## src/pcie_rx_pkg.sv

```systemverilog
package pcie_rx_pkg;

    // Stream word, one header or data dword per beat
    typedef logic [31:0] dw_t;

    typedef logic [6:0] fmt_type_t;
    typedef logic [9:0] tlp_len_t;
    typedef logic [15:0] tlp_id_t;

    // Format and type codes, bits [30:24] of header dword 0
    localparam fmt_type_t FT_MWR32 = 7'h40;
    localparam fmt_type_t FT_CPL   = 7'h0A;
    localparam fmt_type_t FT_CPLD  = 7'h4A;

    // One-hot BAR hit from the endpoint core
    localparam int BAR_BITS = 7;

    typedef struct packed {
        tlp_id_t     requester_id;
        logic [7:0]  tag;
        logic [3:0]  last_be;
        logic [3:0]  first_be;
    } req_dw1_t;

    typedef struct packed {
        tlp_id_t     completer_id;
        logic [2:0]  status;
        logic        bcm;
        logic [11:0] byte_count;
    } cpl_dw1_t;

    // Header dword 1 reads differently for requests and completions
    typedef union packed {
        req_dw1_t req;
        cpl_dw1_t cpl;
    } hdr_dw1_u;

    // FIFO word, 68 bits
    typedef struct packed {
        dw_t        addr;
        dw_t        data;
        logic [3:0] sel;
    } wr_entry_t;

endpackage

```

## src/rx_tlp_decoder.sv

```systemverilog
`timescale 1ns/10ps

module rx_tlp_decoder #(
    parameter pcie_rx_pkg::dw_t BAR0_MASK = 32'h0000_0FFF,
    parameter pcie_rx_pkg::dw_t BAR0_BASE = 32'h0000_0000,
    parameter pcie_rx_pkg::dw_t BAR1_MASK = 32'h0000_0FFF,
    parameter pcie_rx_pkg::dw_t BAR1_BASE = 32'h0000_0000
) (
    input  logic                                clk,
    input  logic                                rst,

    input  logic                                rx_valid,
    input  logic                                rx_last,
    input  pcie_rx_pkg::dw_t                    rx_data,
    input  logic [pcie_rx_pkg::BAR_BITS-1:0]    rx_bar,
    output logic                                rx_ready,

    output logic                                push,
    output pcie_rx_pkg::wr_entry_t              push_entry,
    input  logic                                full,

    output logic                                err_valid,
    output logic                                err_unsupported,
    output logic                                err_unexpected,
    output pcie_rx_pkg::tlp_id_t                err_id,
    output logic [7:0]                          err_tag,
    input  logic                                err_ready
);

    typedef enum logic [2:0] {
        ST_HDR0,
        ST_HDR1,
        ST_HDR2,
        ST_DATA,
        ST_SKIP
    } state_t;

    state_t                             state_q;
    pcie_rx_pkg::fmt_type_t             fmt_type_q;
    pcie_rx_pkg::tlp_len_t              len_q;
    logic [pcie_rx_pkg::BAR_BITS-1:0]   bar_q;
    logic [3:0]                         first_be_q;
    logic [3:0]                         last_be_q;
    pcie_rx_pkg::dw_t                   addr_q;
    logic [10:0]                        rem_q;
    logic                               first_q;

    pcie_rx_pkg::hdr_dw1_u              dw1;
    pcie_rx_pkg::dw_t                   xlat_addr;
    logic [3:0]                         beat_sel;
    logic                               beat;
    logic                               is_cpl;
    logic                               hit;

    function automatic logic cpl_code(input pcie_rx_pkg::fmt_type_t ft);
        return (ft == pcie_rx_pkg::FT_CPL) || (ft == pcie_rx_pkg::FT_CPLD);
    endfunction

    assign dw1    = rx_data;
    assign beat   = rx_valid && rx_ready;
    assign is_cpl = cpl_code(fmt_type_q);
    assign hit    = (fmt_type_q == pcie_rx_pkg::FT_MWR32) && (bar_q[0] || bar_q[1]);

    // The FIFO can take only one entry in flight, so a push in progress stalls data
    always_comb begin
        rx_ready = !full;
        if (state_q == ST_HDR0 && err_valid)
            rx_ready = 1'b0;
        if (state_q == ST_DATA && push)
            rx_ready = 1'b0;
    end

    // Keep the offset under the mask, base supplies the upper bits
    always_comb begin
        if (bar_q[0])
            xlat_addr = (rx_data & BAR0_MASK) | (BAR0_BASE & ~BAR0_MASK);
        else
            xlat_addr = (rx_data & BAR1_MASK) | (BAR1_BASE & ~BAR1_MASK);
        xlat_addr[1:0] = 2'b00;
    end

    always_comb begin
        if (first_q)
            beat_sel = first_be_q;
        else if (rem_q == 11'd1)
            beat_sel = last_be_q;
        else
            beat_sel = 4'hF;
    end

    always_ff @(posedge clk) begin
        if (rst) begin
            state_q   <= ST_HDR0;
            push      <= 1'b0;
            err_valid <= 1'b0;
        end else begin
            push <= 1'b0;
            if (err_valid && err_ready)
                err_valid <= 1'b0;
            if (beat) begin
                case (state_q)
                    ST_HDR0: begin
                        // Truncated header is dropped as well
                        state_q   <= rx_last ? ST_HDR0 : ST_HDR1;
                        err_valid <= rx_last;
                    end
                    ST_HDR1: begin
                        state_q   <= rx_last ? ST_HDR0 : ST_HDR2;
                        err_valid <= rx_last;
                    end
                    ST_HDR2: begin
                        if (rx_last) begin
                            state_q   <= ST_HDR0;
                            err_valid <= 1'b1;
                        end else if (hit) begin
                            state_q <= ST_DATA;
                        end else begin
                            state_q <= ST_SKIP;
                        end
                    end
                    ST_DATA: begin
                        push <= 1'b1;
                        if (rx_last)
                            state_q <= ST_HDR0;
                    end
                    ST_SKIP: begin
                        if (rx_last) begin
                            state_q   <= ST_HDR0;
                            err_valid <= 1'b1;
                        end
                    end
                    default: state_q <= ST_HDR0;
                endcase
            end
        end
    end

    // Header fields, entry payload and report fields
    always_ff @(posedge clk) begin
        if (beat) begin
            case (state_q)
                ST_HDR0: begin
                    fmt_type_q      <= rx_data[30:24];
                    len_q           <= rx_data[9:0];
                    bar_q           <= rx_bar;
                    err_unexpected  <= cpl_code(rx_data[30:24]);
                    err_unsupported <= !cpl_code(rx_data[30:24]);
                    err_id          <= '0;
                    err_tag         <= '0;
                end
                ST_HDR1: begin
                    first_be_q <= dw1.req.first_be;
                    last_be_q  <= dw1.req.last_be;
                    if (is_cpl) begin
                        err_id <= dw1.cpl.completer_id;
                    end else begin
                        err_id  <= dw1.req.requester_id;
                        err_tag <= dw1.req.tag;
                    end
                end
                ST_HDR2: begin
                    addr_q  <= xlat_addr;
                    rem_q   <= (len_q == '0) ? 11'd1024 : {1'b0, len_q};
                    first_q <= 1'b1;
                    // Completion carries its tag in dword 2
                    if (is_cpl)
                        err_tag <= rx_data[15:8];
                end
                ST_DATA: begin
                    push_entry.addr <= addr_q;
                    push_entry.data <= rx_data;
                    push_entry.sel  <= beat_sel;
                    addr_q          <= addr_q + 32'd4;
                    rem_q           <= rem_q - 11'd1;
                    first_q         <= 1'b0;
                end
                default: ;
            endcase
        end
    end

    a_no_push_full: assert property (@(posedge clk) disable iff (rst)
        !(push && full));

    a_err_hold: assert property (@(posedge clk) disable iff (rst)
        err_valid && !err_ready |=> err_valid &&
            $stable({err_unsupported, err_unexpected, err_id, err_tag}));

endmodule

```

## src/write_fifo.sv

```systemverilog
`timescale 1ns/10ps

module write_fifo #(
    parameter int FIFO_DEPTH = 8
) (
    input  logic                        clk,
    input  logic                        rst,

    input  logic                        push,
    input  pcie_rx_pkg::wr_entry_t      push_entry,
    output logic                        full,

    input  logic                        pop,
    output logic                        empty,
    output pcie_rx_pkg::wr_entry_t      head_entry
);

    localparam int AW = $clog2(FIFO_DEPTH);

    pcie_rx_pkg::wr_entry_t mem [FIFO_DEPTH];
    logic [AW-1:0]          wr_ptr;
    logic [AW-1:0]          rd_ptr;
    logic [AW:0]            count;
    logic                   do_push;
    logic                   do_pop;

    assign full       = (count == FIFO_DEPTH[AW:0]);
    assign empty      = (count == '0);
    assign do_push    = push && !full;
    assign do_pop     = pop && !empty;
    assign head_entry = mem[rd_ptr];

    always_ff @(posedge clk) begin
        if (do_push)
            mem[wr_ptr] <= push_entry;
    end

    // Pointers wrap on their own since the depth is a power of two
    always_ff @(posedge clk) begin
        if (rst) begin
            wr_ptr <= '0;
            rd_ptr <= '0;
            count  <= '0;
        end else begin
            if (do_push)
                wr_ptr <= wr_ptr + 1'b1;
            if (do_pop)
                rd_ptr <= rd_ptr + 1'b1;
            case ({do_push, do_pop})
                2'b10:   count <= count + 1'b1;
                2'b01:   count <= count - 1'b1;
                default: count <= count;
            endcase
        end
    end

    a_no_pop_empty: assert property (@(posedge clk) disable iff (rst)
        pop |-> !empty);

endmodule

```

## src/wb_write_master.sv

```systemverilog
`timescale 1ns/10ps

module wb_write_master (
    input  logic                        clk,
    input  logic                        rst,

    input  logic                        empty,
    input  pcie_rx_pkg::wr_entry_t      head_entry,
    output logic                        pop,

    output logic                        wb_cyc,
    output logic                        wb_stb,
    output logic                        wb_we,
    output pcie_rx_pkg::dw_t            wb_adr,
    output pcie_rx_pkg::dw_t            wb_dat_w,
    output logic [3:0]                  wb_sel,
    input  logic                        wb_ack
);

    typedef enum logic {
        ST_IDLE,
        ST_WRITE
    } state_t;

    state_t state_q;

    // Take the head entry as the cycle opens
    assign pop = (state_q == ST_IDLE) && !empty;

    always_ff @(posedge clk) begin
        if (rst) begin
            state_q <= ST_IDLE;
            wb_cyc  <= 1'b0;
            wb_stb  <= 1'b0;
            wb_we   <= 1'b0;
        end else begin
            case (state_q)
                ST_IDLE: begin
                    if (!empty) begin
                        state_q <= ST_WRITE;
                        wb_cyc  <= 1'b1;
                        wb_stb  <= 1'b1;
                        wb_we   <= 1'b1;
                    end
                end
                ST_WRITE: begin
                    if (wb_ack) begin
                        state_q <= ST_IDLE;
                        wb_cyc  <= 1'b0;
                        wb_stb  <= 1'b0;
                        wb_we   <= 1'b0;
                    end
                end
                default: state_q <= ST_IDLE;
            endcase
        end
    end

    // Entry held here, FIFO refills while the slave stalls
    always_ff @(posedge clk) begin
        if (pop) begin
            wb_adr   <= head_entry.addr;
            wb_dat_w <= head_entry.data;
            wb_sel   <= head_entry.sel;
        end
    end

    a_stb_in_cyc: assert property (@(posedge clk) disable iff (rst)
        wb_stb |-> wb_cyc);

    a_stb_hold: assert property (@(posedge clk) disable iff (rst)
        wb_stb && !wb_ack |=> wb_stb && $stable({wb_adr, wb_dat_w, wb_sel}));

endmodule

```

## src/pcie_rx_bridge.sv

```systemverilog
`timescale 1ns/10ps

module pcie_rx_bridge #(
    parameter pcie_rx_pkg::dw_t BAR0_MASK  = 32'h0000_0FFF,
    parameter pcie_rx_pkg::dw_t BAR0_BASE  = 32'h0000_0000,
    parameter pcie_rx_pkg::dw_t BAR1_MASK  = 32'h0000_0FFF,
    parameter pcie_rx_pkg::dw_t BAR1_BASE  = 32'h0000_0000,
    parameter int               FIFO_DEPTH = 8
) (
    input  logic                                clk,
    input  logic                                rst,

    // TLP receive stream
    input  logic                                rx_valid,
    input  logic                                rx_last,
    input  pcie_rx_pkg::dw_t                    rx_data,
    input  logic [pcie_rx_pkg::BAR_BITS-1:0]    rx_bar,
    output logic                                rx_ready,

    // Discarded TLP report
    output logic                                err_valid,
    output logic                                err_unsupported,
    output logic                                err_unexpected,
    output pcie_rx_pkg::tlp_id_t                err_id,
    output logic [7:0]                          err_tag,
    input  logic                                err_ready,

    // Wishbone master
    output logic                                wb_cyc,
    output logic                                wb_stb,
    output logic                                wb_we,
    output pcie_rx_pkg::dw_t                    wb_adr,
    output pcie_rx_pkg::dw_t                    wb_dat_w,
    output logic [3:0]                          wb_sel,
    input  logic                                wb_ack
);

    logic                       push;
    pcie_rx_pkg::wr_entry_t     push_entry;
    logic                       full;
    logic                       pop;
    logic                       empty;
    pcie_rx_pkg::wr_entry_t     head_entry;

    rx_tlp_decoder #(
        .BAR0_MASK          ( BAR0_MASK ),
        .BAR0_BASE          ( BAR0_BASE ),
        .BAR1_MASK          ( BAR1_MASK ),
        .BAR1_BASE          ( BAR1_BASE )
    ) u_rx_tlp_decoder (
        .clk                ( clk ),
        .rst                ( rst ),
        .rx_valid           ( rx_valid ),
        .rx_last            ( rx_last ),
        .rx_data            ( rx_data ),
        .rx_bar             ( rx_bar ),
        .rx_ready           ( rx_ready ),
        .push               ( push ),
        .push_entry         ( push_entry ),
        .full               ( full ),
        .err_valid          ( err_valid ),
        .err_unsupported    ( err_unsupported ),
        .err_unexpected     ( err_unexpected ),
        .err_id             ( err_id ),
        .err_tag            ( err_tag ),
        .err_ready          ( err_ready )
    );

    write_fifo #(
        .FIFO_DEPTH         ( FIFO_DEPTH )
    ) u_write_fifo (
        .clk                ( clk ),
        .rst                ( rst ),
        .push               ( push ),
        .push_entry         ( push_entry ),
        .full               ( full ),
        .pop                ( pop ),
        .empty              ( empty ),
        .head_entry         ( head_entry )
    );

    wb_write_master u_wb_write_master (
        .clk                ( clk ),
        .rst                ( rst ),
        .empty              ( empty ),
        .head_entry         ( head_entry ),
        .pop                ( pop ),
        .wb_cyc             ( wb_cyc ),
        .wb_stb             ( wb_stb ),
        .wb_we              ( wb_we ),
        .wb_adr             ( wb_adr ),
        .wb_dat_w           ( wb_dat_w ),
        .wb_sel             ( wb_sel ),
        .wb_ack             ( wb_ack )
    );

endmodule

```

## config.mk

```make
export PLATFORM = sky130hd
export DESIGN_NAME = pcie_rx_bridge
export DESIGN_NICKNAME = d
export VERILOG_FILES = /design/src/pcie_rx_pkg.sv /design/src/rx_tlp_decoder.sv /design/src/write_fifo.sv /design/src/wb_write_master.sv /design/src/pcie_rx_bridge.sv
export SDC_FILE = /design/constraint.sdc
export NUM_CORES = 1
export LEC_CHECK = 0
export ABC_AREA = 1
export BUFFER_PORTS_ARGS = -buffer_cell sky130_fd_sc_hd__buf_2
export CELL_PAD_IN_SITES_DETAIL_PLACEMENT = 0
export CELL_PAD_IN_SITES_GLOBAL_PLACEMENT = 1
export CORE_MARGIN = 4
export CORE_UTILIZATION = 51
export DETAILED_ROUTE_END_ITERATION = 7
export GPL_TIMING_DRIVEN = 0
export HOLD_SLACK_MARGIN = 0.1
export MAX_ROUTING_LAYER = met4
export PLACE_DENSITY = 0.9
export SETUP_SLACK_MARGIN = 0.3
export SLEW_MARGIN = 40
export SYNTH_ARGS = -nofsm -noshare
export SYNTH_HDL_FRONTEND = slang
export SYNTH_SLANG_ARGS = --single-unit
```

## constraint.sdc

```tcl
create_clock -name clk -period 5.3 [get_ports clk]
set_input_delay 1.06 -clock clk [delete_from_list [all_inputs] [get_ports clk]]
set_output_delay 1.06 -clock clk [all_outputs]
set_load 0.01 [all_outputs]
```

==> flow_summary.json <==
{
  "ff2ff_path_depth": 9,
  "timing.hold.ws_ps": 489,
  "ir_drop_mv": 0.354,
  "yosysWarnings": 0,
  "tightest_slew_ps": 801,
  "grt_pass1_vias": 19300,
  "p_leak_nw": 12.0,
  "coreArea_um2": 57800,
  "htreeDepth": 3,
  "cts_buffers": 76,
  "worstPathCellList": "nor2_1, nand3_1, nand2_1, inv_1, nand2_1, nor2_4, buf_8, buf_16, buf_8",
  "min_period_over_period_pct": 52.1,
  "path_class": "reg -> reg",
  "clock_skew_ps": 21.3,
  "max_freq_ghz": 0.362,
  "critPathLaunchType": "register",
  "worstPathMaxFanout": 16,
  "drc": 0,
  "syn_area_per_cell_um2": 13.3,
  "area_delta_synth_final_pct": 16.8,
  "seq_area_frac_synth_pct": 77.0,
  "place.gp.congestion": 0.871,
  "fp.dieW_um": 250,
  "grt_overflow": 0,
  "tns_ps": 0,
  "insertion_delay_ps": 620,
  "rows": 88,
  "hold_depth": 0,
  "p_per_area_nw_per_um2": 493,
  "dieArea_um2": 62500,
  "hpwl_um": 49200,
  "cts_setup_buffers": 0,
  "start_util_pct": 51.7,
  "fin_cells": 3339,
  "clkTransAtPathRegs_ps": 60,
  "hold_viol_final": 0,
  "ioPinCount": 144,
  "synth_area_um2": 29900,
  "slowest_delay_ps": 560,
  "rrSetupSlack_ps": 2540,
  "port_buffers": 136,
  "syn_inst": 2250,
  "required_ps": 5630,
  "grt_max_degree": 43,
  "ys_ff_latch": 772,
  "cp-endpoint": "u_write_fifo.mem[6][47]",
  "fin_nets": 2563,
  "antenna_found_initial": 0,
  "finalSetupViolations": 0,
  "maxCapViolCount": 0,
  "cp-startpoint": "u_write_fifo.count[0]",
  "r2r-start": "u_write_fifo.count[0]",
  "status": "completed",
  "layout_min_cycle_time_ps": 2760,
  "drt-total-wl_um": 74200,
  "cts_resized": 0,
  "postCtsHoldBufs": 0,
  "relSlewSlack_pct": 46.6,
  "die_height_um": 250,
  "cts.path.max_buffers": 3,
  "cp_data_arrival_time_ps": 3090,
  "vias": 19300,
  "placed_cells": 3197,
  "rsz0062_at_grt": "no",
  "dr.pass1.iters": 6,
  "r2r_end": "u_write_fifo.mem[6][47]",
  "grt_pass1_wl_um": 112000,
  "grt_usage_pct": 23.9,
  "drive_above_1_share_pct": 14.7,
  "cp_slowest_cell": "nor2_4",
  "via_per_inst": 5.78,
  "worstSetupEndpointType": "register",
  "cts_sinks": 772,
  "clockRootBuffer": "clkbuf_16",
  "wl_per_cell_um": 22.2,
  "final_antenna_net_count": 0,
  "hold_path_class": "reg -> reg",
  "yosysUniqueCellTypes": 39,
  "drtIter0Drc": 2076,
  "cts_tree": "yes",
  "maxSlewViolCount": 0
}
==> registers in the layout, indices dropped and copies added, names as in the netlist, 2 cells and up <==
| signal | cells |
|---|---|
| u_rx_tlp_decoder.len_q | 10 |
| u_write_fifo.rd_ptr | 3 |
| u_rx_tlp_decoder.last_be_q | 4 |
| u_rx_tlp_decoder.push_entry | 66 |
| u_write_fifo.wr_ptr | 3 |
| u_rx_tlp_decoder.state_q | 3 |
| u_write_fifo.count | 4 |
| u_rx_tlp_decoder.fmt_type_q | 7 |
| u_rx_tlp_decoder.addr_q | 30 |
| u_rx_tlp_decoder.err_tag | 8 |
| u_rx_tlp_decoder.bar_q | 2 |
| u_wb_write_master.wb_adr | 30 |
| u_wb_write_master.wb_dat_w | 32 |
| u_wb_write_master.wb_sel | 4 |
| u_rx_tlp_decoder.first_be_q | 4 |
| u_write_fifo.mem | 528 |
| u_rx_tlp_decoder.rem_q | 11 |
| u_rx_tlp_decoder.err_id | 16 |
==> kinds of logic (layout without fill, tap and decap cells) <==
family                     count (synthesis)  after routing  synth area share [%]
and+or+nand+nor                          781            781                  10.4
DFF                                      772            772                  77.0
xor gates and xnor gates                   9              9                 0.264
adders and majority gates                  8              8                 0.335
AOI/OAI and AO/OA                        471            471                  8.51
other                                      1              3                0.0125
buffers and inverters                    208            530                  3.45
==> worst min path at each step <==
stage                           startpoint                               to  slack (ps)
2_1_floorplan  u_rx_tlp_decoder.addr_q[26]  u_rx_tlp_decoder.push_entry[62]         450
3_3_place_gp   u_rx_tlp_decoder.addr_q[26]  u_rx_tlp_decoder.push_entry[62]         460
3_5_place_dp   u_rx_tlp_decoder.addr_q[30]  u_rx_tlp_decoder.push_entry[66]         480
4_1_cts        u_rx_tlp_decoder.addr_q[30]  u_rx_tlp_decoder.push_entry[66]         490
5_1_grt        u_rx_tlp_decoder.addr_q[30]  u_rx_tlp_decoder.push_entry[66]         500
6_report       u_rx_tlp_decoder.addr_q[30]  u_rx_tlp_decoder.push_entry[66]         490
==> Yosys cell counts (all sizes together) <==
| library cell | instances | share of area, % |
|---|---|---|
| o21ai | 295 | 4.9 |
| o21a | 1 | 0.025 |
| nor4 | 3 | 0.063 |
| nand3b | 6 | 0.15 |
| dfxtp | 17 | 1.1 |
| nor2 | 576 | 7.3 |
| nand4 | 12 | 0.27 |
| xnor2 | 4 | 0.12 |
| nand3 | 32 | 0.55 |
| a31oi | 73 | 1.5 |
| o31ai | 1 | 0.025 |
| ha | 8 | 0.33 |
| and2 | 1 | 0.021 |
| inv | 94 | 1.2 |
| or2 | 5 | 0.10 |
| a21oi | 30 | 0.50 |
| o211ai | 1 | 0.025 |
| edfxtp | 755 | 76 |
| and3 | 1 | 0.021 |
| clkbuf | 51 | 0.66 |
| conb | 1 | 0.013 |
| buf | 63 | 1.6 |
| o22ai | 70 | 1.5 |
| xor2 | 5 | 0.15 |
| nor3 | 17 | 0.33 |
| nand2 | 128 | 1.6 |
==> critical path, delay by kind of cell, from the launching register on <==
family                 cells  cell delay [ps]
buffers and inverters      4              790
DFF                        1              410
and+or+nand+nor            5             1250
==> metal layers <==
metal	GRT usage, %	vias to the layer above	share of wire [%]
li1	-	8661	-
met1	30.8	9411	38
met2	38.0	1062	49
met3	4.70	153	10
met4	9.18	0	3.0
met5	-	-	0
==> area by class of cell <==
type / count / area [um2]
Antenna cell: 1 / 2.50
Buffer: 114 / 678
Clock buffer: 104 / 2100
Clock inverter: 37 / 307
Fill cell: 4200 / 22900
Inverter: 94 / 358
Multi-Input combinational cell: 1271 / 5940
Sequential cell: 772 / 23000
Tap cell: 765 / 957
Timing Repair Buffer: 181 / 1560
==> power breakdown <==
group | total, mW | internal, mW | leakage (nW) | switching [mW]
clock network | 5.22 | 2.98 | 1.16 | 2.24
registers | 7.56 | 7.35 | 7.00 | 0.213
logic | 4.42 | 1.41 | 3.86 | 3.01
total | 17.2 | 11.7 | 12.0 | 5.46
==> metrics by stage <==
step	util [%]	cell area (um2)	power [mW]	worst slack, ps
2_1_floorplan	-	29900	10.3	691
3_3_place_gp	54.5	31500	11.9	-1540
3_5_place_dp	56.2	32500	12.1	2400
4_1_cts	60.4	34900	17.2	2560
5_1_grt	60.4	34900	18.0	2380
6_report	60.4	34900	17.2	2540
==> cell usage in the layout (no fill, tap or decap), drive strengths merged, types with 5 or more instances in the layout <==
master	synthesis	layout
a21oi	30	30
inv	94	95
clkinv	0	29
nand3b	6	6
buf	63	244
xor2	5	5
nand3	32	32
edfxtp	755	755
ha	8	8
nor2	576	576
o22ai	70	70
or2	5	5
a31oi	73	73
nand2	128	128
nand4	12	12
dfxtp	17	17
nor3	17	17
clkbuf	51	155
o21ai	295	295
Power figures use the tool's default switching activity.
